**config.mk**
```make
export PLATFORM = sky130hd
export DESIGN_NAME = settlePacer
export DESIGN_NICKNAME = d
export VERILOG_FILES = /design/src/logic/settlePacer.sv
export VERILOG_INCLUDE_DIRS = /design/src /design/src/include
export SDC_FILE = /design/constraint.sdc
export NUM_CORES = 1
export LEC_CHECK = 0
export BUFFER_PORTS_ARGS = -buffer_cell sky130_fd_sc_hd__buf_2
export CAP_MARGIN = 30
export CORE_AREA = 10 10 47 49
export CTS_BUF_LIST = sky130_fd_sc_hd__clkbuf_16
export DETAILED_ROUTE_END_ITERATION = 16
export DIE_AREA = 0 0 57 59
export GPL_TIMING_DRIVEN = 0
export SLEW_MARGIN = 25
export SYNTH_ARGS = -nofsm -noshare
export SYNTH_HDL_FRONTEND = slang
export SYNTH_SLANG_ARGS = --single-unit
```
**constraint.sdc**
```tcl
create_clock -name Clock -period 1.1 [get_ports Clock]
set_input_delay 0 -clock Clock [delete_from_list [all_inputs] [get_ports Clock]]
set_output_delay 0 -clock Clock [all_outputs]
set_load 0.05 [all_outputs]
```
**src/include/keypad_macros.svh**
```systemverilog
`ifndef KEYPAD_MACROS_SVH
`define KEYPAD_MACROS_SVH

// 5-bit lfsr gives the settle pacer a tick every 31 cycles
`define KEYPAD_PACER_WIDTH 5
// feedback taps for x^5 + x^3 + 1
`define KEYPAD_PACER_TAPS 5'b10100

// equal single-key scans before a key is accepted
`define KEYPAD_DEBOUNCE_SCANS 3

// key code queue entries
`define KEYPAD_FIFO_DEPTH 4

// axi4-lite byte offsets
`define KEYPAD_REG_STATUS 4'h0
`define KEYPAD_REG_KEY 4'h4
`define KEYPAD_REG_CONTROL 4'h8

`endif

```
**src/logic/settlePacer.sv**
```systemverilog
`timescale 1ns/1ps
`include "keypad_macros.svh"

module settlePacer (
    input  logic Clock,
    input  logic Reset,
    input  logic restart,
    output logic settleTick
);

    localparam int lfsrWidth = `KEYPAD_PACER_WIDTH;
    localparam logic [lfsrWidth-1:0] lfsrSeed = '1;
    localparam logic [lfsrWidth-1:0] lfsrTaps = `KEYPAD_PACER_TAPS;

    logic [lfsrWidth-1:0] lfsr;
    logic [lfsrWidth-1:0] lfsrNext;
    logic feedback;

    // fibonacci form whose all-ones seed keeps it off the lock-up state
    assign feedback = ^(lfsr & lfsrTaps);
    assign lfsrNext = {lfsr[lfsrWidth-2:0], feedback};

    always_ff @(posedge Clock or negedge Reset) begin
        if (!Reset) begin
            lfsr       <= lfsrSeed;
            settleTick <= 1'b0;
        end else if (restart) begin
            lfsr       <= lfsrSeed;  // period starts over
            settleTick <= 1'b0;
        end else begin
            lfsr       <= lfsrNext;
            settleTick <= (lfsrNext == lfsrSeed);  // back at seed after one full period
        end
    end

endmodule

```
# Yosys cells after proc, flatten, opt, wreduce, memory -nomap -nowiden
# Cells that the tools add are included.
[word_totals]
ff_bits = 6
inputBits = 3
out_inout_bits = 1
word_cells = 6
[op_classes]
n_eq_ne = 1
muxes = 2
reduce_logical = 1
[op_table]
columns = ["operator", "n"]
rows = [
  ["$eq 5x5->1 const B", 1],
  ["$mux 5", 1],
  ["$reduce_xor 5->1", 1],
  ["$mux 1", 1],
]

# Logic depth before layout (Yosys ltp)
[logic_depth]
word_depth = 3
mapped_depth = 2
ltp_nobuf = 2

# Worst setup path before layout
# No wires, ideal clock.
[synth_path]
path_type = "register to register"
from = "register lfsr[2]"
to = "register settleTick"
setup_ps = 80
arrival_time_ps = 780
required_ps = 1020
slack_ps = 241
stages_incl_launch_ff = 3
n_path_buf = 0
period_less_slack_ps = 859
path_cell_list = "dfstp_2 > nand4b_1 > nor3b_2"
[synth_via]
elab_chain_cells = 3
[synth_lines]
columns = ["element", "line", "rtl"]
rows = [
  ["start, declared", "settlePacer.sv:15", "logic [lfsrWidth-1:0] lfsr;"],
  ["start signal, assigned", "settlePacer.sv:25", "lfsr <= lfsrSeed;"],
  ["start signal, assigned", "settlePacer.sv:28", "lfsr <= lfsrSeed;"],
  ["start signal, assigned", "settlePacer.sv:31", "lfsr <= lfsrNext;"],
  ["$reduce_xor 5->1", "settlePacer.sv:20", "assign feedback = ^(lfsr & lfsrTaps);"],
  ["$eq 5x5->1 (*)", "settlePacer.sv:32", "settleTick <= (lfsrNext == lfsrSeed);"],
  ["$mux 1 (*)", "settlePacer.sv:27", "end else if (restart) begin"],
  ["end signal, assigned", "settlePacer.sv:32", ""],
  ["end, declared", "settlePacer.sv:8", "output logic settleTick"],
]
# Mark *: on every way between the ends. The rest lies on a longest branch, timed or not.

# Worst setup path after layout
# Same ends and word-level chain as after synthesis.

==> impl_metrics.tcl <==
set metrics [dict create \
    outcome "complete, no violations" \
    gp_congestion 0.653 \
    grt_max_degree 7 \
    drv_slew 0 \
    cts_setup_buffers 0 \
    clock.fmax_mhz 1130 \
    final_cell_mix "dfstp_2, or2_2, clkbuf_16, buf_2, dlygate4sd3_1" \
    vias_per_cell 3.41 \
    grt_pass1_vias 146 \
    critPathLaunchType "flop" \
    post-route-util 0.251 \
    start_util 0.155 \
    worstSetupPathType "reg -> reg" \
    grt_pass1_wl_um 634 \
    crit_arrival_ns 1.04 \
    antenna_left 0 \
    p_leak_nw 0.147 \
    die_y_um 59 \
    route.detailed.drc 0 \
    core_area_mm2 0.00140 \
    ys.warnings.count 0 \
    num_rows 14 \
    cts_root_buffer "clkbuf_16" \
    wl_per_cell_um 9.87 \
    grt.total_usage 0.0338 \
    maxCapViolations 0 \
    clock-skew-final_ns 0.00562 \
    synth_area_per_cell_um2 15.6 \
    ir_drop_mv 1.24 \
    drive_gt1_frac 0.696 \
    fin_crit_sh 0.807 \
    h-tree-depth 1 \
    areaGrowthSynthToFinish_pct 61.5 \
    synthCells 14 \
    power_mw 0.865 \
    worst_pin_slew_ns 0.253 \
    cts_tree "built" \
    final_area_um2 352 \
    antenna_found_initial 0 \
    dpl_cell_area_um2 253 \
    drt_wl_total_um 385 \
    slew_headroom 0.832 \
    fillers 152 \
    antenna_cells 0 \
    die_w_um 57 \
    drt-pass1-iter-count 2 \
    period_needed_ns 0.888 \
    num_vias 133 \
    finalHoldViolCount 0 \
    drt_iter0_markers 1 \
    setup-tns-final_ns 0 \
    ys_ff_latch 6 \
    syn_area_um2 218 \
    layout.nets 27 \
    gr-total-overflow 0 \
    cts_buffers 3 \
    ios 4 \
    worstSetupEndpointType "flop" \
    clkLatencyLatePin_ns 0.23 \
    dieArea_mm2 0.00336 \
    final-setup-viol-count 0 \
    clk_path_buf_depth 2 \
    path_clk_slew_ns 0.04 \
    power_density_mw_per_mm2 2460 \
    cp_max_fo 3 \
    yosysSeqAreaShare 0.718 \
    final_common_cell "dfstp_2" \
    min_path_type "in -> async" \
    place.port_buffers 3 \
    clock-sinks 6 \
    rsz0062_at_grt "no" \
    yosys.cell_types.count 7 \
    syn_nets 17 \
    crit_required_ns 1.26 \
]
-- synth_stat cells --
master / count / area [um^2]
dfrtp_1: 1 / 25.0
dfstp_2: 5 / 131
nand2b_1: 1 / 6.26
nand4b_1: 1 / 8.76
nor3b_2: 1 / 12.5
or2_2: 4 / 25.0
xnor2_1: 1 / 8.76
-- per-layer routing --
| layer | global-route usage | wire [um] | share of wire |
|---|---|---|---|
| met1 | 0.0251 | 163 | 0.42 |
| met5 | 0 | 0 | 0 |
| met4 | 0.0604 | 33 | 0.086 |
| met2 | 0.0264 | 134 | 0.35 |
| met3 | 0.0472 | 54 | 0.14 |
-- area by class of cell --
cell class	instances	area, um^2	area share
repair buffers	5	35.0	0.0996
multi-input cells	8	61.3	0.174
clock buffers	3	75.1	0.214
clock inverters	1	3.75	0.0107
well taps	16	20.0	0.0569
flip-flops and latches	6	156	0.445
-- state kept, by name, indices dropped and copies added, names as in the netlist --
register / cells
lfsr: 5
settleTick: 1
-- timing repair --
item                       in CTS  in global routing
gates resized for setup         0                  0
setup endpoints to repair       0                  0
hold buffers                    2                  0
hold endpoints to repair        7                  0
-- cells by family after synthesis --
| logic type | share of synthesized area |
|---|---|
| xor gates and xnor gates | 0.0402 |
| DFF | 0.718 |
| and+or+nand+nor | 0.241 |
-- report_power, final --
part	internal [mW]	switching, mW	leakage (nW)
combinational	0.0143	0.0105	0.0380
sequential	0.236	0.00439	0.0666
clock	0.472	0.128	0.0423
total	0.722	0.143	0.147
-- worst max-delay path, stage by stage, from the launching register on --
cell and delay, ns:
dfstp_2 0.53, nand4b_1 0.11, nor3b_2 0.18
-- metrics by stage --
step / setup WS [ns] / std cells / hold slack, ns
global route: 0.156 / 39 / 0.154
global placement: 0.221 / 33 / -0.181
CTS: 0.198 / 39 / 0.135
detailed placement: 0.196 / 33 / -0.177
floorplan: 0.241 / 14 / -0.296
finish: 0.212 / 39 / 0.125
-- worst paths after layout --
path / cells after the start / slack, ns / endpoint / start
min in group Clock: 3 / 0.51 / settleTick / restart
setup / recovery: 2 / 0.21 / settleTick / lfsr[2]
hold / removal: 2 / 0.13 / settleTick / Reset
max in group asynchronous: 2 / 0.75 / lfsr[1] / Reset
setup reg to reg: 2 / 0.21 / settleTick / lfsr[2]
hold reg to reg: 1 / 0.54 / settleTick / lfsr[0]
Note: power is estimated with default switching activity, not from simulation.
