`src/include/keypad_macros.svh`:
```
`ifndef KEYPAD_MACROS_SVH
`define KEYPAD_MACROS_SVH

// 5-bit lfsr gives the settle pacer a tick every 31 cycles
`define KEYPAD_PACER_WIDTH 5
// feedback taps for x^5 + x^3 + 1
`define KEYPAD_PACER_TAPS 5'b10100

// equal single-key scans before a key is accepted
`define KEYPAD_DEBOUNCE_SCANS 3

// key code queue entries
`define KEYPAD_FIFO_DEPTH 4

// axi4-lite byte offsets
`define KEYPAD_REG_STATUS 4'h0
`define KEYPAD_REG_KEY 4'h4
`define KEYPAD_REG_CONTROL 4'h8

`endif

```
`src/logic/keypadPkg.sv`:
```
package keypadPkg;

    // 0-9 digits, 10 A, 11 B, 12 *, 13 #, 14 C, 15 D
    typedef logic [3:0] keyCode_t;

    // active low with one bit per row
    typedef logic [3:0] rowBits_t;

    // active low with one bit per column
    typedef logic [3:0] colBits_t;

    // one full scan with column c in bits 4c+3:4c
    typedef logic [15:0] scanImage_t;

    typedef logic [1:0] axiResp_t;

    localparam axiResp_t respOkay = 2'b00;
    localparam axiResp_t respSlvErr = 2'b10;

    // scanner fsm
    typedef enum logic [1:0] {
        scanColumns = 2'b00, // walking the columns
        judgeScan = 2'b01,   // one cycle to classify the scan
        offerKey = 2'b10     // key code waits for the fifo
    } scanState_t;

endpackage

```
`src/logic/keypadAxiRegs.sv`:
```
`timescale 1ns/1ps
`include "keypad_macros.svh"

module keypadAxiRegs import keypadPkg::*; (
    input  logic        Clock,
    input  logic        Reset,
    input  logic [3:0]  AWADDR,
    input  logic        AWVALID,
    output logic        AWREADY,
    input  logic [31:0] WDATA,
    input  logic        WVALID,
    output logic        WREADY,
    output axiResp_t    BRESP,
    output logic        BVALID,
    input  logic        BREADY,
    input  logic [3:0]  ARADDR,
    input  logic        ARVALID,
    output logic        ARREADY,
    output logic [31:0] RDATA,
    output axiResp_t    RRESP,
    output logic        RVALID,
    input  logic        RREADY,
    input  keyCode_t    headCode,
    input  logic [2:0]  fillCount,
    output logic        popKey,
    output logic        scanEnable
);

    logic        keyAvail;
    logic        readShake;
    logic        writeShake;
    logic        writeOk;
    logic [31:0] readData;
    axiResp_t    readResp;

    assign keyAvail = (fillCount != 3'd0);

    assign ARREADY   = !RVALID;  // one read in flight
    assign readShake = ARVALID && ARREADY;
    assign popKey    = readShake && (ARADDR == `KEYPAD_REG_KEY) && keyAvail;

    // aw and w taken together
    assign writeShake = AWVALID && WVALID && !BVALID;
    assign AWREADY    = writeShake;
    assign WREADY     = writeShake;
    assign writeOk    = (AWADDR == `KEYPAD_REG_CONTROL);  // only writable register

    always_comb begin
        readData = '0;
        readResp = respOkay;
        case (ARADDR)
            `KEYPAD_REG_STATUS: readData = {28'd0, fillCount, keyAvail};
            `KEYPAD_REG_KEY: begin
                if (keyAvail) begin
                    readData = {23'd0, 1'b1, 4'd0, headCode};  // bit 8 valid
                end
            end
            `KEYPAD_REG_CONTROL: readData = {31'd0, scanEnable};
            default: readResp = respSlvErr;
        endcase
    end

    always_ff @(posedge Clock or negedge Reset) begin
        if (!Reset) begin
            RVALID     <= 1'b0;
            BVALID     <= 1'b0;
            scanEnable <= 1'b0;
        end else begin
            if (readShake) begin
                RVALID <= 1'b1;
            end else if (RREADY) begin
                RVALID <= 1'b0;
            end
            if (writeShake) begin
                BVALID <= 1'b1;
            end else if (BREADY) begin
                BVALID <= 1'b0;
            end
            if (writeShake && writeOk) begin
                scanEnable <= WDATA[0];
            end
        end
    end

    // response payload held while valid waits for ready
    always_ff @(posedge Clock) begin
        if (readShake) begin
            RDATA <= readData;
            RRESP <= readResp;
        end
        if (writeShake) begin
            BRESP <= writeOk ? respOkay : respSlvErr;
        end
    end

endmodule

```
`config.mk`:
```
export PLATFORM = sky130hd
export DESIGN_NAME = keypadAxiRegs
export DESIGN_NICKNAME = d
export VERILOG_FILES = /design/src/logic/keypadPkg.sv /design/src/logic/keypadAxiRegs.sv
export VERILOG_INCLUDE_DIRS = /design/src /design/src/include
export SDC_FILE = /design/constraint.sdc
export NUM_CORES = 1
export LEC_CHECK = 0
export BUFFER_PORTS_ARGS = -buffer_cell sky130_fd_sc_hd__buf_2
export CORE_ASPECT_RATIO = 0.75
export CORE_MARGIN = 2
export CORE_UTILIZATION = 27
export CTS_CLUSTER_SIZE = 12
export DETAILED_ROUTE_END_ITERATION = 7
export GPL_TIMING_DRIVEN = 0
export PLACE_DENSITY = 0.72
export SLEW_MARGIN = 15
export SYNTH_ARGS = -nofsm -noshare
export SYNTH_HDL_FRONTEND = slang
export SYNTH_SLANG_ARGS = --single-unit
```
`constraint.sdc`:
```
create_clock -name Clock -period 1.15 [get_ports Clock]
set_clock_uncertainty 0.1 [all_clocks]
set_input_delay 0.23 -clock Clock [delete_from_list [all_inputs] [get_ports Clock]]
set_output_delay 0.23 -clock Clock [all_outputs]
set_load 0.01 [all_outputs]
```
======== After elaboration in Yosys (flattened, before gate mapping) ========
Index checks and enable logic that the tools add are counted.
word-level totals
  word-level logic and storage cells ...... 30
  register bits after elaboration ......... 39
  bits of input ports ..................... 54
operators by class
  reductions and logical operators ........ 13
  eq/ne operators ......................... 3
  multiplexer cells ....................... 8
operators with widths
  operator                                                                count
  9-bit one-hot mux with 3 select lines                                   1
  9-bit 2-to-1 mux                                                        1
  4-bit equality test (second input constant)                             2
  1-bit logical AND                                                       6
  4-bit by 3-bit equality test with 1-bit output (second input constant)  1
  4-bit logical NOT                                                       1
  1-bit 2-to-1 mux                                                        4
  2-bit 2-to-1 mux                                                        2
  2-bit nonzero test                                                      2
  3-bit nonzero test                                                      1
  3-bit OR reduction                                                      1
  1-bit logical NOT                                                       2

======== Longest topological paths before layout ========
  depth in word-level cells ............... 4
  gate-level depth with buffers ........... 4
  mapped depth without buffers ............ 3

======== Worst setup path after synthesis ========
Ideal clock, no wire load.
  path kind ............................... input-to-reg
  start ................................... input AWADDR[1]
  end ..................................... register scanEnable
  cell stages on the path ................. 3
  required time ........................... 0.925 ns
  arrival time ............................ 1.245 ns
  path buffers ............................ 0
  library setup time ...................... 0.125 ns
  slack ................................... -0.320 ns
  cells stage by stage .................... or4b_4 nor3_2 mux2_2
between the ends
  cells in the longest elaborated chain, start to end .. 2
RTL lines
  element                               RTL line             RTL
  from (decl)                           keypadAxiRegs.sv:7   input logic [3:0] AWADDR,
  4-bit equality test (no source line)  -
  1-bit logical AND                     keypadAxiRegs.sv:79  if (writeShake && writeOk) begin
  to (signal assigned)                  keypadAxiRegs.sv:80  scanEnable <= WDATA[0];
  to (decl)                             keypadAxiRegs.sv:26  output logic scanEnable
Every way passes these cells.
A chain may end at the register's enable or synchronous reset.

======== Worst setup path after layout ========
  start ................................... input fillCount[2]
  end ..................................... output popKey
between the ends
  cells in the longest elaborated chain, start to end .. 2
RTL lines
  element             RTL line             RTL
  from (decl)         keypadAxiRegs.sv:24  input logic [2:0] fillCount,
  3-bit nonzero test  keypadAxiRegs.sv:36  assign keyAvail = (fillCount != 3'd0);
  1-bit logical AND   keypadAxiRegs.sv:40  assign popKey = readShake && (ARADDR == `KEYPAD_REG_KEY) && keyAvail;
  to (decl)           keypadAxiRegs.sv:25  output logic popKey,
Every way passes these cells.

==> run_results.csv <==
group,metric,value,unit
synthesis,yosysSeqAreaShare,39.7,%
floorplan,dieWidth,63.6,um
synthesis,syn_avg_cell_area,9.86,sq um
global_routing,grt_max_degree,11,
global_routing,grt_first_pass_wirelength,2.56,mm
placement,portBuffers,35,
placement,dp.cells,172,
clock_tree,tritoncts,"done",
placement,dp_slack,-0.392,ns
critical_path,setup.worst_path.start_class,"input pin",
pwr,power_leakage,0.677,nW
synthesis,syn-cell-area,719,sq um
pwr,combinationalPowerShare,35.8,%
cells_and_area,final_nets,203,
critical_path,crit_start,"fillCount[2]",
floorplan,die_y,48.7,um
global_routing,grt_pass1_vias,668,
sta,clock.fmax,0.681,GHz
run_status,violations,"negative setup slack",
cells_and_area,n_antenna_cell,0,
floorplan,design.core.area,0.00256,sq mm
route,drc_errors,0,
critical_path,cp_max_fo,4,
synthesis,synth_cell_types,24,
pwr,swShare,27.6,%
synthesis,synth_warnings,0,
critical_path,crit_path_end_kind,"primary output",
pwr,seqPwrFrac,41.2,%
route,vias_per_cell,3.65,
sta,finalSetupViolCount,7,
pwr,p_int,0.763,mW
pwr,ir_drop,0.282,mV
route,drt_iter0_drc,48,
clock_tree,root_buffer,"clkbuf_4",
floorplan,rows,16,
route,ant_nets,0,
cells_and_area,layout_commonest_cell,"buf_4",
route,wl_per_cell,8.58,um
pwr,power,1.05,mW
global_routing,grt_overflow,0,
placement,gp_congestion,0.766,
route,wl,1.58,mm
route,num_vias,671,
cells_and_area,final_cell_mix,"buf_4 (35), conb_1 (29), buf_2 (28), buf_6 (9), edfxtp_1 (7)",
critical_path,crit_end,"popKey",
pwr,power.density,865,mW/mm^2
pwr,p_switching,0.291,mW
flow_run,cap_viol_max_count,0,
clock_tree,cts.sinks,10,
clock_tree,htree_levels,1,
critical_path,reg2reg_depth,3,
critical_path,rrSetupSlack,-0.09,ns
sta,fin_ws,-0.318,ns
cells_and_area,regArea,285,sq um
run_status,status,"finished with violations",
pwr,power.clock.fraction,23.0,%
cells_and_area,multi_input_area,317,sq um
global_routing,track_usage,10.3,%
critical_path,criticalPathCategory,"in2out",
sta,hold_viol,0,
cells_and_area,final_core_util,47.6,%
cells_and_area,layout-drive-gt1-share,57.4,%
cells_and_area,final_cells,184,
clock_tree,clk_pin_slew,0.06,ns
global_routing,antenna_found_initial,0,
sta,slew_viol_final,0,
clock_tree,ctsLongestPathBuffers,2,
synthesis,syn_inst,73,
clock_tree,cts_made_buffers,3,
floorplan,die_area,0.00310,sq mm
floorplan,io_pins,97,
sta,fin_crit_sh,128,%
critical_path,crit_arrival,1.14,ns
cells_and_area,fillers,248,
critical_path,worstPathRequired,0.82,ns
critical_path,r2r-start,"BVALID",
cells_and_area,area_growth,69.4,%
clock_tree,clock_latency,0.25,ns
route,drtPass1Iterations,4,
floorplan,start_util,28.1,%
placement,dp_hpwl,1.20,mm
sta,fin_crit,1.47,ns
sta,rsz0062_at_grt,"yes",
critical_path,r2r-end,"scanEnable",
synthesis,synth-seq-cells,10,
worst_hold_path,hold_class,"in2reg",
-- registers in the layout, indices dropped and copies added, names as in the netlist --
register / count
BRESP: 1
BVALID: 1
RDATA: 5
RRESP: 1
RVALID: 1
scanEnable: 1
-- repair_timing --
action                                  CTS  global route
gates resized for setup                  16             2
gates cloned                              0             0
endpoints found under the setup margin   12            10
hold endpoints to repair                  3             0
hold buffers                              1             0
pin swaps                                 2             0
setup buffers                             7             2
-- cells by family after synthesis --
group,Yosys count,share of synthesized area [%]
buffers and inverters,38,35.5
and+or+nand+nor,13,12.3
other,1,0.521
DFF,10,39.7
AOI/OAI and AO/OA,9,9.04
muxes,2,2.96
-- critical path, stage by stage --
cell	delay (ns)
buf_6	0.10
or3_4	0.39
and3_4	0.18
and2_4	0.13
buf_6	0.11
-- metrics by stage --
step           hold WS [ns]  area (sq um)  TNS, ns
2_1_floorplan        -0.166           836   -0.358
3_3_place_gp        -0.0730          1060    -1.41
3_5_place_dp        -0.0730          1060    -1.60
4_1_cts              0.0639          1220    -1.11
5_1_grt              0.0492          1220    -1.23
6_report             0.0532          1220    -1.05
-- power groups by stage --
stage / logic (mW) / clock network [mW] / registers, mW
floorplan: 0.181 / 0 / 0.461
global placement: 0.281 / 0 / 0.446
detailed placement: 0.287 / 0 / 0.447
CTS: 0.361 / 0.235 / 0.438
global route: 0.411 / 0.256 / 0.437
finish: 0.378 / 0.242 / 0.434
-- worst min-delay path by stage --
stage / startpoint / to / slack (ns) / cells after the start
global placement: Reset / RVALID / -0.07 / 1
finish: RREADY / RVALID / 0.05 / 2
detailed placement: Reset / scanEnable / -0.07 / 1
floorplan: Reset / BVALID / -0.17 / 0
global route: RREADY / RVALID / 0.05 / 2
CTS: RREADY / RVALID / 0.06 / 2
-- routing by layer --
layer | track usage [%] | vias up | wire length [um]
li1 | - | 335 | -
met4 | 3.99 | 0 | 16
met5 | 0 | - | 0
met2 | 21.6 | 47 | 834
met1 | 9.32 | 284 | 573
met3 | 2.09 | 5 | 154
-- synthesized netlist by cell type --
master	n	area [sq um]
nand2_1	1	3.75
a221oi_1	3	26.3
buf_4	30	225
nor2b_1	1	6.26
edfxtp_1	7	210
nand2b_1	1	6.26
nor2_1	1	3.75
nor3_1	1	5.00
mux2_2	1	11.3
mux2i_1	1	10.0
nand3b_1	2	15.0
a211oi_1	1	7.51
inv_1	7	26.3
clkbuf_1	1	3.75
and3_1	1	6.26
a211o_1	1	8.76
or4b_4	1	13.8
and2_1	1	6.26
nor3_2	1	10.0
dfrtp_1	3	75.1
o21ai_0	3	15.0
o21bai_1	1	7.51
conb_1	1	3.75
or3_1	2	12.5
-- cell type report --
class	instances	share of cell area (%)
inverter	7	2.16
buffer	31	18.9
timing repair buffer	43	23.7
multi-input combinational	53	26.0
tap	36	3.70
clock buffer	4	2.16
sequential	10	23.4
(Power assumes the default switching activity.)
