[src/include/keypad_macros.svh]
`ifndef KEYPAD_MACROS_SVH
`define KEYPAD_MACROS_SVH

// 5-bit lfsr gives the settle pacer a tick every 31 cycles
`define KEYPAD_PACER_WIDTH 5
// feedback taps for x^5 + x^3 + 1
`define KEYPAD_PACER_TAPS 5'b10100

// equal single-key scans before a key is accepted
`define KEYPAD_DEBOUNCE_SCANS 3

// key code queue entries
`define KEYPAD_FIFO_DEPTH 4

// axi4-lite byte offsets
`define KEYPAD_REG_STATUS 4'h0
`define KEYPAD_REG_KEY 4'h4
`define KEYPAD_REG_CONTROL 4'h8

`endif

[src/logic/keypadPkg.sv]
package keypadPkg;

    // 0-9 digits, 10 A, 11 B, 12 *, 13 #, 14 C, 15 D
    typedef logic [3:0] keyCode_t;

    // active low with one bit per row
    typedef logic [3:0] rowBits_t;

    // active low with one bit per column
    typedef logic [3:0] colBits_t;

    // one full scan with column c in bits 4c+3:4c
    typedef logic [15:0] scanImage_t;

    typedef logic [1:0] axiResp_t;

    localparam axiResp_t respOkay = 2'b00;
    localparam axiResp_t respSlvErr = 2'b10;

    // scanner fsm
    typedef enum logic [1:0] {
        scanColumns = 2'b00, // walking the columns
        judgeScan = 2'b01,   // one cycle to classify the scan
        offerKey = 2'b10     // key code waits for the fifo
    } scanState_t;

endpackage

[src/logic/keyFifo.sv]
`timescale 1ns/1ps
`include "keypad_macros.svh"

module keyFifo import keypadPkg::*; (
    input  logic       Clock,
    input  logic       Reset,
    input  logic       pushKey,
    input  keyCode_t   pushCode,
    input  logic       popKey,
    output keyCode_t   headCode,
    output logic       notFull,
    output logic [2:0] fillCount
);

    localparam int depth = `KEYPAD_FIFO_DEPTH;
    localparam int ptrWidth = $clog2(depth);

    keyCode_t            slots [depth];
    logic [ptrWidth-1:0] wrPtr;
    logic [ptrWidth-1:0] rdPtr;
    logic [2:0]          count;
    logic                doPush;
    logic                doPop;

    function automatic logic [ptrWidth-1:0] bump(input logic [ptrWidth-1:0] ptr);
        return (ptr == ptrWidth'(depth - 1)) ? '0 : ptr + 1'b1;
    endfunction

    assign notFull   = (count != 3'(depth));
    assign doPush    = pushKey && notFull;
    assign doPop     = popKey && (count != 3'd0);  // pop on empty is ignored
    assign headCode  = slots[rdPtr];
    assign fillCount = count;

    always_ff @(posedge Clock or negedge Reset) begin
        if (!Reset) begin
            wrPtr <= '0;
            rdPtr <= '0;
            count <= '0;
        end else begin
            if (doPush) wrPtr <= bump(wrPtr);
            if (doPop) rdPtr <= bump(rdPtr);
            case ({doPush, doPop})
                2'b10:   count <= count + 1'b1;
                2'b01:   count <= count - 1'b1;
                default: count <= count;  // both or neither
            endcase
        end
    end

    always_ff @(posedge Clock) begin
        if (doPush) begin
            slots[wrPtr] <= pushCode;
        end
    end

endmodule

[config.mk]
export PLATFORM = sky130hd
export DESIGN_NAME = keyFifo
export DESIGN_NICKNAME = d
export VERILOG_FILES = /design/src/logic/keypadPkg.sv /design/src/logic/keyFifo.sv
export VERILOG_INCLUDE_DIRS = /design/src /design/src/include
export SDC_FILE = /design/constraint.sdc
export NUM_CORES = 1
export LEC_CHECK = 0
export BUFFER_PORTS_ARGS = -buffer_cell sky130_fd_sc_hd__buf_2
export CORE_MARGIN = 5
export CORE_UTILIZATION = 45
export DETAILED_ROUTE_END_ITERATION = 8
export GPL_TIMING_DRIVEN = 0
export HOLD_SLACK_MARGIN = 0.08
export PLACE_DENSITY = 0.75
export SLEW_MARGIN = 10
export SYNTH_ARGS = -nofsm -noshare
export SYNTH_HDL_FRONTEND = slang
export SYNTH_SLANG_ARGS = --single-unit
[constraint.sdc]
create_clock -name Clock -period 2.7 [get_ports Clock]
set_clock_uncertainty 0.15 [all_clocks]
set_input_delay 0.27 -clock Clock [delete_from_list [all_inputs] [get_ports Clock]]
set_output_delay 0.27 -clock Clock [all_outputs]
set_load 0.03 [all_outputs]
**Word level (Yosys, flattened, before mapping)**

Memory sizes are Yosys's and may differ from the RTL's.
Cells that the tools add are included.

- Bits in writable memories: 16
- Bits of input ports: 8
- Output and inout port bits: 8
- Bits in registers: 7
- Memories: 1

- Reductions and logical operators: 4
- Mux-type cells: 5
- $add $sub $neg: 4
- Equal/unequal tests: 5

Memory list:

| name | depth | bits a word | read ports | clocked after Yosys merged registers in | wr ports | RTL line | RTL |
|---|---|---|---|---|---|---|---|
| slots | 4 | 4 | 1 | 0 | 1 | keyFifo.sv:18 | `keyCode_t slots [depth];` |

Operator list:

| kind | number |
|---|---|
| 2-bit equality test, second input constant | 3 |
| 3-bit one-hot mux with 2 select lines | 1 |
| 2-bit by 1-bit adder with 2-bit output, second input constant | 2 |
| 2-bit 2-to-1 mux | 2 |
| 3-bit by 1-bit adder with 3-bit output, second input constant | 1 |
| 3-bit != test, second input constant | 1 |
| 3-bit nonzero test | 1 |
| 3-bit by 1-bit subtractor with 3-bit output, second input constant | 1 |
| 2-bit by 1-bit equality test with 1-bit output, second input constant | 1 |
| 1-bit logical AND | 2 |
| 1-bit 2-to-1 mux | 2 |
| 2-bit nonzero test | 1 |

**Longest topological paths before layout**

Gate-level depths: netlist of run 1.

- Depth in word-level cells: 4
- Mapped depth: 9
- Mapped depth without buffers: 9

**Worst setup path before layout of run 1**

No wires, ideal clock.

- Kind: flip-flop to flip-flop
- From: register count[2] (netlist: fillCount[2])
- To: register count[2] (netlist: fillCount[2])
- Path slack: 236 ps
- Stages on the path, launching flop included: 10
- Data arrival time: 2,234 ps
- Clock period less this slack: 2,464 ps
- Buffers on the path: 0
- Library setup time: 80 ps
- Required time: 2,470 ps
- Cell sequence: dfrtp_1 > or3b_4 > and2_4 > inv_1 > ha_1 > inv_1 > fa_1 > xor2_1 > nor2_1 > xor2_1

- Word-level cells in the longest chain between the ends: 4
- Elaborated cells between the ends (all ways): 10

RTL lines:

| item | RTL line | RTL |
|---|---|---|
| from (decl) | keyFifo.sv:21 | `logic [2:0] count;` |
| from (signal assigned) | keyFifo.sv:44 | `2'b10: count <= count + 1'b1;` |
| from (signal assigned) | keyFifo.sv:45 | `2'b01: count <= count - 1'b1;` |
| from (signal assigned) | keyFifo.sv:46 | `default: count <= count;` |
| 3-bit != test * | keyFifo.sv:29 | `assign notFull = (count != 3'(depth));` |
| net notFull | keyFifo.sv:11 | `output logic notFull,` |
| 1-bit logical AND * | keyFifo.sv:30 | `assign doPush = pushKey && notFull;` |
| 2-bit by 1-bit equality test with 1-bit output or 2-bit equality test (tied branches) | keyFifo.sv:43 | `case ({doPush, doPop})` |
| 3-bit one-hot mux with 2 select lines or 2-bit nonzero test (tied branches) | - |  |

Mark *: on every way through the listed nets, which the timed path passes. The rest lies on a longest branch.
A chain may end at the register's enable or synchronous reset.

**Worst setup path after layout of run 1**

- From: register count[0] (netlist: fillCount[0])
- To: register count[2] (netlist: fillCount[2])

- Word-level cells in the longest chain between the ends: 4
- Elaborated cells between the ends (all ways): 10

RTL lines:

| item | RTL line |
|---|---|
| 3-bit != test or 3-bit nonzero test (tied branches) | keyFifo.sv:29, keyFifo.sv:31 |
| 1-bit logical AND, on equally long branches | keyFifo.sv:30, keyFifo.sv:31 |
| 2-bit by 1-bit equality test with 1-bit output or 2-bit equality test (tied branches) | keyFifo.sv:43 |
| 3-bit one-hot mux with 2 select lines or 2-bit nonzero test (tied branches) | - |

Several ways; a longest one is shown, not always the timed one.

==> out/results.md, run 1 <==
| Group | Metric | This run |
|:---|:---|:---|
| grt | Vias in the first global route | 579 |
| grt | GRT Util Overall | 11.1% |
| timing | Fin crit share | 88.8% |
| worst setup path | Crit end category | flop |
| yosys | Syn nets | 75 |
| grt | Wire length of the first global-routing pass | 2750 µm |
| finish | Number of filler cells placed in the layout | 184 |
| die | Starting density of the core | 46.8% |
| timing | Number of setup violations in the final report | 0 |
| worst setup path | Worst setup path category | reg -> reg |
| clock tree | Clock transition at the registers of the reported paths | 0.12 ns |
| finish | Area overhead of the layout relative to synthesis | 18.2% |
| finish | Area taken by flip-flops and latches | 656 µm² |
| finish | Share of layout cells above drive strength 1 | 36.9% |
| finish | Antenna Diode Count | 0 |
| placed design | HPWL after DPL | 1190 µm |
| worst setup path | Required time of the critical path | 2.78 ns |
| grt | Overflow left after global routing | 0 |
| timing | Final Hold Violating Endpoints | 0 |
| yosys | Share of flip-flops with an asynchronous set or reset | 30.4% |
| clock tree | Clock tree buffer depth | 2 |
| timing | RSZ-0062 raised after global routing | no |
| yosys | Top area cells in the synthesized netlist | edfxtp_1 47%, dfrtp_1 17%, mux4_2 8.8% |
| power and ir drop | Design Power | 0.00132 W |
| yosys | Post-synthesis adder-cell area fraction | 9.27% |
| yosys | Area fraction in compound gates after synthesis | 1.46% |
| yosys | Mux contribution to synthesized area | 13.8% |
| yosys | Largest family of logic cells by synthesized area | multiplexers |
| drt | Iteration count of the initial detailed-routing pass | 3 |
| die | I/O pin count | 16 |
| yosys | Synth warnings | 0 |
| die | Standard-cell rows | 17 |
| grt | Largest net degree at the start of global routing | 13 |
| power and ir drop | Worst VDD drop | 580 µV |
| yosys | Parity-gate share of the synthesized area counting xor and xnor cells | 2.56% |
| yosys | Number of enable flip-flop cells after synthesis | 16 |
| finish | Layout net count | 100 |
| placed design | Worst slack at placement | 0.325 ns |
| yosys | Most frequently used cell type in the post-synthesis netlist | edfxtp_1 |
| die | Chip Height | 57.8 µm |
| clock tree | TritonCTS Sinks | 23 |
| clock tree | Worst-Skew Late Latency | 0.29 ns |
| drt | Detailed-route via count | 541 |
| yosys | Area share of the largest cell type after synthesis | 46.8% |
| yosys | Gate Count Post-Synth | 60 |
| drt | Number of nets with antenna violations after routing | 0 |
| finish | Area of combinational cells with multiple inputs | 340 µm² |
| clock tree | Setup Fix Bufs, Post-CTS | 0 |
| min path | Worst min-delay path category | in -> async |
| timing | Max transition margin | 64.4% |
| timing | Setup_tns | 0 ns |
| grt | Initial antenna violation count | 0 |
| timing | Max-slew violation total from the final report | 0 |
| power and ir drop | Pleak | 0.518 nW |
| yosys | Seq cells post-synth | 23 |
| die | Area of the core | 2190 µm² |
| clock tree | Number of buffers created by CTS | 3 |
| placed design | PortBufs | 15 |
| worst setup path | Critical path fanouts, max | 6 |
| yosys | Largest area contributor in the netlist | edfxtp_1 |
| yosys | Number of distinct library cells after synthesis | 19 |
| timing | Transition time at the pin with the least slew margin | 0.530 ns |
| yosys | Post-Synth Simple-Gate Area | 6.10% |
| yosys | Most used standard cells in the synthesized netlist | 16 x edfxtp_1, 7 x dfrtp_1, 7 x inv_1, 6 x ha_1 |
| die | Chip width | 57.8 µm |
| yosys | Combined area of all synthesized cells | 1030 µm² |
| drt | Iteration-0 DRC count of the detailed router | 8 |
| worst setup path | Cells on worst reg2reg path | 9 |
| power and ir drop | Areal power density over the cells | 1090 nW/µm² |
| worst setup path | Crit path arrival time | 2.47 ns |
| yosys | Leading register cell type out of synthesis | edfxtp_1 |
| drt | Ratio of routed vias to standard cells | 4.83 |
| worst setup path | CP startpoint kind | flop |
| die | Die footprint | 3340 µm² |
| clock tree | Clock tree from TritonCTS | yes |
| timing | Worst setup margin | 0.302 ns |
| drt | Routed wirelength normalized by instance count | 14.0 µm |
| drt | Total DRC errors in the routed layout | 0 |
| placed design | Placer congestion estimate | 0.720 |
| drt | Drt total wl | 1570 µm |
| yosys | Sequential fraction of the synthesis area | 63.9% |
| flow run | Max-capacitance violation count | 0 |
| timing | Upper clock frequency limit | 417 MHz |
| clock tree | H-tree lvl count | 1 |
| clock tree | Gates resized, CTS repair | 0 |
| timing | Period minus WS final | 2.40 ns |
| yosys | Mean post-synth cell area | 17.1 µm² |
| clock tree | Buffer type at the clock tree root | clkbuf_4 |
| outcome | Result of the run | completed |
[worst max-delay path: stages (launching register included)]
cell and delay, ns:
dfrtp_1 0.45, or3b_4 0.45, and2_4 0.19, inv_1 0.06, ha_1 0.18, inv_1 0.06, fa_1 0.38, xor2_1 0.15
nor2_1 0.11, xor2_1 0.16
[final cells by class]
class                   instances  share of cell area (%)
flip-flops and latches         23                    54.1
multi-input cells              29                    28.1
repair buffers                 20                    10.3
well taps                      28                    2.89
clock buffers                   4                    2.17
inverters                       7                    2.17
plain buffers                   1                   0.310
[placed cells by master (no fill, tap or decap), drive strengths merged, types with 2 or more instances in the layout]
master,instances
inv,7
dlygate4sd3,5
xor2,2
mux2,3
edfxtp,16
buf,15
ha,6
clkbuf,5
mux4,4
nor2,2
and3,4
dfrtp,7
[sequential cells by signal, summed over array words and instances (netlist names)]
register,cells
wrPtr,2
fillCount,3
rdPtr,2
slots,16
[where the power goes]
part	switching (W)	leakage [nW]	internal [W]
logic	0.000338	0.274	0.000265
registers	0.0000758	0.229	0.000488
clock network	0.0000934	0.0150	0.0000574
total	0.000508	0.518	0.000810
[layer usage]
layer / part of all wire (%) / track usage (%) / vias to the layer above
li1: - / - / 265
met1: 46 / 15.1 / 266
met2: 49 / 16.8 / 8
met3: 4.4 / 3.56 / 2
met4: 0.83 / 3.97 / 0
met5: 0 / 0 / -
[final timing paths]
check                                               from                  endpoint  slack (ns)
worst max-delay path            fillCount[0]$_DFFE_PN0P_  fillCount[2]$_DFFE_PN0P_        0.30
worst min-delay path                               Reset      wrPtr[0]$_DFFE_PN0P_        0.17
worst max register to register  fillCount[0]$_DFFE_PN0P_  fillCount[2]$_DFFE_PN0P_        0.30
worst min register to register  fillCount[2]$_DFFE_PN0P_  fillCount[2]$_DFFE_PN0P_        0.38
max in group asynchronous                          Reset  fillCount[1]$_DFFE_PN0P_        2.08
min in group Clock                                popKey      rdPtr[0]$_DFFE_PN0P_        0.21
[through the flow]
step / cells / cell area, µm² / utilization [%] / hold WS [ns]
2_1_floorplan: 60 / 1030 / - / -0.176
3_3_place_gp: 103 / 1140 / 51.9 / -0.0385
3_5_place_dp: 103 / 1140 / 51.9 / -0.0382
4_1_cts: 112 / 1210 / 55.3 / 0.165
5_1_grt: 112 / 1210 / 55.3 / 0.181
6_report: 112 / 1210 / 55.3 / 0.170
[timing repair]
action                                  4_1_cts  5_1_grt
endpoints found under the hold margin        23        0
hold buffers                                  5        0
endpoints found under the setup margin        0        0
[logic make-up (layout without fill, tap and decap cells)]
kind of cell | after synthesis | in the layout
multiplexers | 8 | 8
buffers and inverters | 8 | 32
AO/OA/AOI/OAI | 2 | 2
AND/OR/NAND/NOR | 9 | 9
adder cells (fa/ha/maj) | 7 | 7
flip-flops | 23 | 23
XOR/XNOR | 3 | 3
(Power assumes the default switching activity.)
==> run 2, diff against run 1 <==
--- a/config.mk
+++ b/config.mk
@@ -9,6 +9,7 @@
 export BUFFER_PORTS_ARGS = -buffer_cell sky130_fd_sc_hd__buf_2
 export CORE_MARGIN = 5
 export CORE_UTILIZATION = 45
+export CTS_BUF_LIST = sky130_fd_sc_hd__clkbuf_16
 export DETAILED_ROUTE_END_ITERATION = 8
 export GPL_TIMING_DRIVEN = 0
 export HOLD_SLACK_MARGIN = 0.08
==> out/results.md, run 2 (synthesis gave the netlist of run 1 again) <==
| Group | Metric | This run | Delta |
|:---|:---|:---|:---|
| finish | Antenna Diode Count | 0 | unchanged |
| clock tree | Number of buffers created by CTS | 3 | unchanged |
| timing | Final-layout worst hold slack | 0.0839 ns | -0.0857 ns |
| drt | Total DRC errors in the routed layout | 0 | unchanged |
| worst setup path | CP startpoint kind | flop |  |
| clock tree | Clock tree buffer depth | 2 | unchanged |
| clock tree | Worst-Skew Late Latency | 0.25 ns | -0.04 ns |
| timing | Transition time at the pin with the least slew margin | 0.517 ns | -0.0121 ns |
| finish | Share of layout cells above drive strength 1 | 38.8% | +1.8 points |
| placed design | Worst slack at placement | 0.325 ns | unchanged |
| timing | RSZ-0062 raised after global routing | no |  |
| grt | Overflow left after global routing | 0 | unchanged |
| grt | Wire length of the first global-routing pass | 2660 µm | -3.3% |
| drt | Detailed-route via count | 538 | -0.55% |
| timing | Period minus WS final | 2.39 ns | -0.00818 ns |
| power and ir drop | Worst VDD drop | 625 µV | +7.8% |
| clock tree | H-tree lvl count | 1 | unchanged |
| die | Die footprint | 3340 µm² | unchanged |
| grt | Vias in the first global route | 541 | -6.6% |
| timing | Fin crit share | 88.5% | -0.30 points |
| worst setup path | Slowest Stage Delay on Critical Path | 0.45 ns | about the same |
| timing | Number of setup violations in the final report | 0 | unchanged |
| die | Standard-cell rows | 17 | unchanged |
| placed design | PortBufs | 15 | unchanged |
| finish | Area overhead of the layout relative to synthesis | 19.4% |  |
| clock tree | Clock tree from TritonCTS | yes |  |
| worst setup path | Crit path arrival time | 2.41 ns | -0.06 ns |
| timing | Max transition margin | 65.2% | +0.82 points |
| worst setup path | Critical path fanouts, max | 6 | unchanged |
| drt | Routed wirelength normalized by instance count | 14.7 µm | +4.4% |
| power and ir drop | Pleak | 0.529 nW | +2.0% |
| power and ir drop | Areal power density over the cells | 1210 nW/µm² | +11% |
| finish | Finished Cell Area | 1220 µm² | +1.0% |
| die | Chip width | 57.8 µm | unchanged |
| placed design | HPWL after DPL | 1190 µm | unchanged |
| timing | Upper clock frequency limit | 418 MHz | +0.34% |
| finish | Flip-flop count of the largest register, all copies and words added | 16 | unchanged |
| finish | Commonest non-fill, non-tap cells in the layout | 16 x edfxtp_1, 15 x buf_2, 8 x inv_1, 7 x dfrtp_1, 6 x ha_1 |  |
| drt | Number of nets with antenna violations after routing | 0 | unchanged |
| clock tree | Clock transition at the registers of the reported paths | 0.06 ns | -0.06 ns |
| die | I/O pin count | 16 | unchanged |
| finish | Layout net count | 96 | -4.0% |
| timing | Max-slew violation total from the final report | 0 | unchanged |
| worst setup path | Required time of the critical path | 2.72 ns | -0.06 ns |
| grt | Largest net degree at the start of global routing | 13 | unchanged |
| die | Area of the core | 2190 µm² | unchanged |
| grt | GRT Util Overall | 11.0% | -0.15 points |
| timing | Setup_tns | 0 ns | unchanged |
| timing | Final Hold Violating Endpoints | 0 | unchanged |
| die | Chip Height | 57.8 µm | unchanged |
| clock tree | Gates resized, CTS repair | 0 | unchanged |
| power and ir drop | Design Power | 0.00148 W | +12% |
| outcome | Result of the run | completed |  |
| drt | Ratio of routed vias to standard cells | 4.98 | +3.1% |
| drt | Drt total wl | 1580 µm | +0.70% |
| die | Starting density of the core | 46.8% | unchanged |
| drt | Iteration count of the initial detailed-routing pass | 3 | unchanged |
| placed design | Total cell area at the placement stage | 1140 µm² | unchanged |
| finish | Leading cell type in the layout, fill and taps excluded | edfxtp_1 |  |
| drt | Iteration-0 DRC count of the detailed router | 13 | +5 |
| clock tree | Buffer type at the clock tree root | clkbuf_16 |  |
| placed design | Placer congestion estimate | 0.720 | unchanged |
| timing | Worst setup margin | 0.310 ns | +0.00818 ns |
| min path | Worst min-delay path category | in -> reg |  |
| clock tree | TritonCTS Sinks | 23 | unchanged |
| flow run | Max-capacitance violation count | 0 | unchanged |
| worst setup path | Worst setup path category | reg -> reg |  |
| grt | Initial antenna violation count | 0 | unchanged |
| worst setup path | Crit end category | flop |  |
| worst setup path | Critical Path Slowest Stage Cell | or3b_4 |  |
| finish | Top register by number of flip-flops | slots |  |
| worst setup path | Critical path, cell by cell | or3b_4 > and2_4 > inv_1 > ha_1 > inv_1 > fa_1 > xor2_1 > nor2_1 > xor2_1 |  |
run 2: cell types whose count changed in the layout (fill, tap and decap cells not counted), sizes merged:
cell / delta
dlygate4sd3: -4
clkbuf: -1
inv: +1
run 2: per-stage QoR:
step / util [%] / instances
finish: 55.9 / 108
global route: 55.9 / 108
CTS: 55.9 / 108
detailed placement: 51.9 / 103
global placement: 51.9 / 103
floorplan: - / 60
run 2: worst max-delay path, delay by kind of cell, from the launching register on:
kind,cells,cell delay [ns]
xor gates and xnor gates,2,0.31
adders and majority gates,2,0.56
buffers and inverters,2,0.12
DFF,1,0.43
and+or+nand+nor,3,0.75
run 2: final cells by class:
class	instances	area [µm²]
plain buffers	1	3.75
clock buffers	3	75.1
clock inverters	1	3.75
fillers	179	966
inverters	7	26.3
multi-input cells	29	340
flip-flops and latches	23	656
well taps	28	35.0
repair buffers	16	85.1
run 2: where the power goes:
| part | total, W | switching (W) | internal (W) | leakage (nW) |
|---|---|---|---|---|
| Sequential | 0.000566 | 0.0000767 | 0.000489 | 0.229 |
| Combinational | 0.000601 | 0.000338 | 0.000263 | 0.258 |
| Clock | 0.000311 | 0.000114 | 0.000197 | 0.0423 |
run 2: worst paths after layout:
kind | endpoint | slack [ns] | cells after the start | startpoint
min in group asynchronous | wrPtr[0]$_DFFE_PN0P_ | 0.23 | 2 | Reset
worst min register to register | fillCount[2]$_DFFE_PN0P_ | 0.36 | 1 | fillCount[2]$_DFFE_PN0P_
worst max register to register | fillCount[2]$_DFFE_PN0P_ | 0.31 | 9 | fillCount[0]$_DFFE_PN0P_
max in group asynchronous | fillCount[1]$_DFFE_PN0P_ | 2.02 | 2 | Reset
worst min-delay path | slots[0][1]$_DFFE_PP_ | 0.08 | 1 | pushCode[1]
worst max-delay path | fillCount[2]$_DFFE_PN0P_ | 0.31 | 9 | fillCount[0]$_DFFE_PN0P_
run 2: metal layers:
metal	global-route usage, %	wire [µm]	vias to the layer above
met1	14.7	728	267
met4	3.97	19	0
met2	16.3	761	10
met5	0	0	-
li1	-	-	259
met3	4.23	74	2
run 2: repair_timing:
| item | 4_1_cts | 5_1_grt |
|---|---|---|
| buffers inserted | 0 | 0 |
| endpoints found under the hold margin | 7 | 0 |
| hold buffers | 1 | 0 |
| setup endpoints to repair | 0 | 0 |
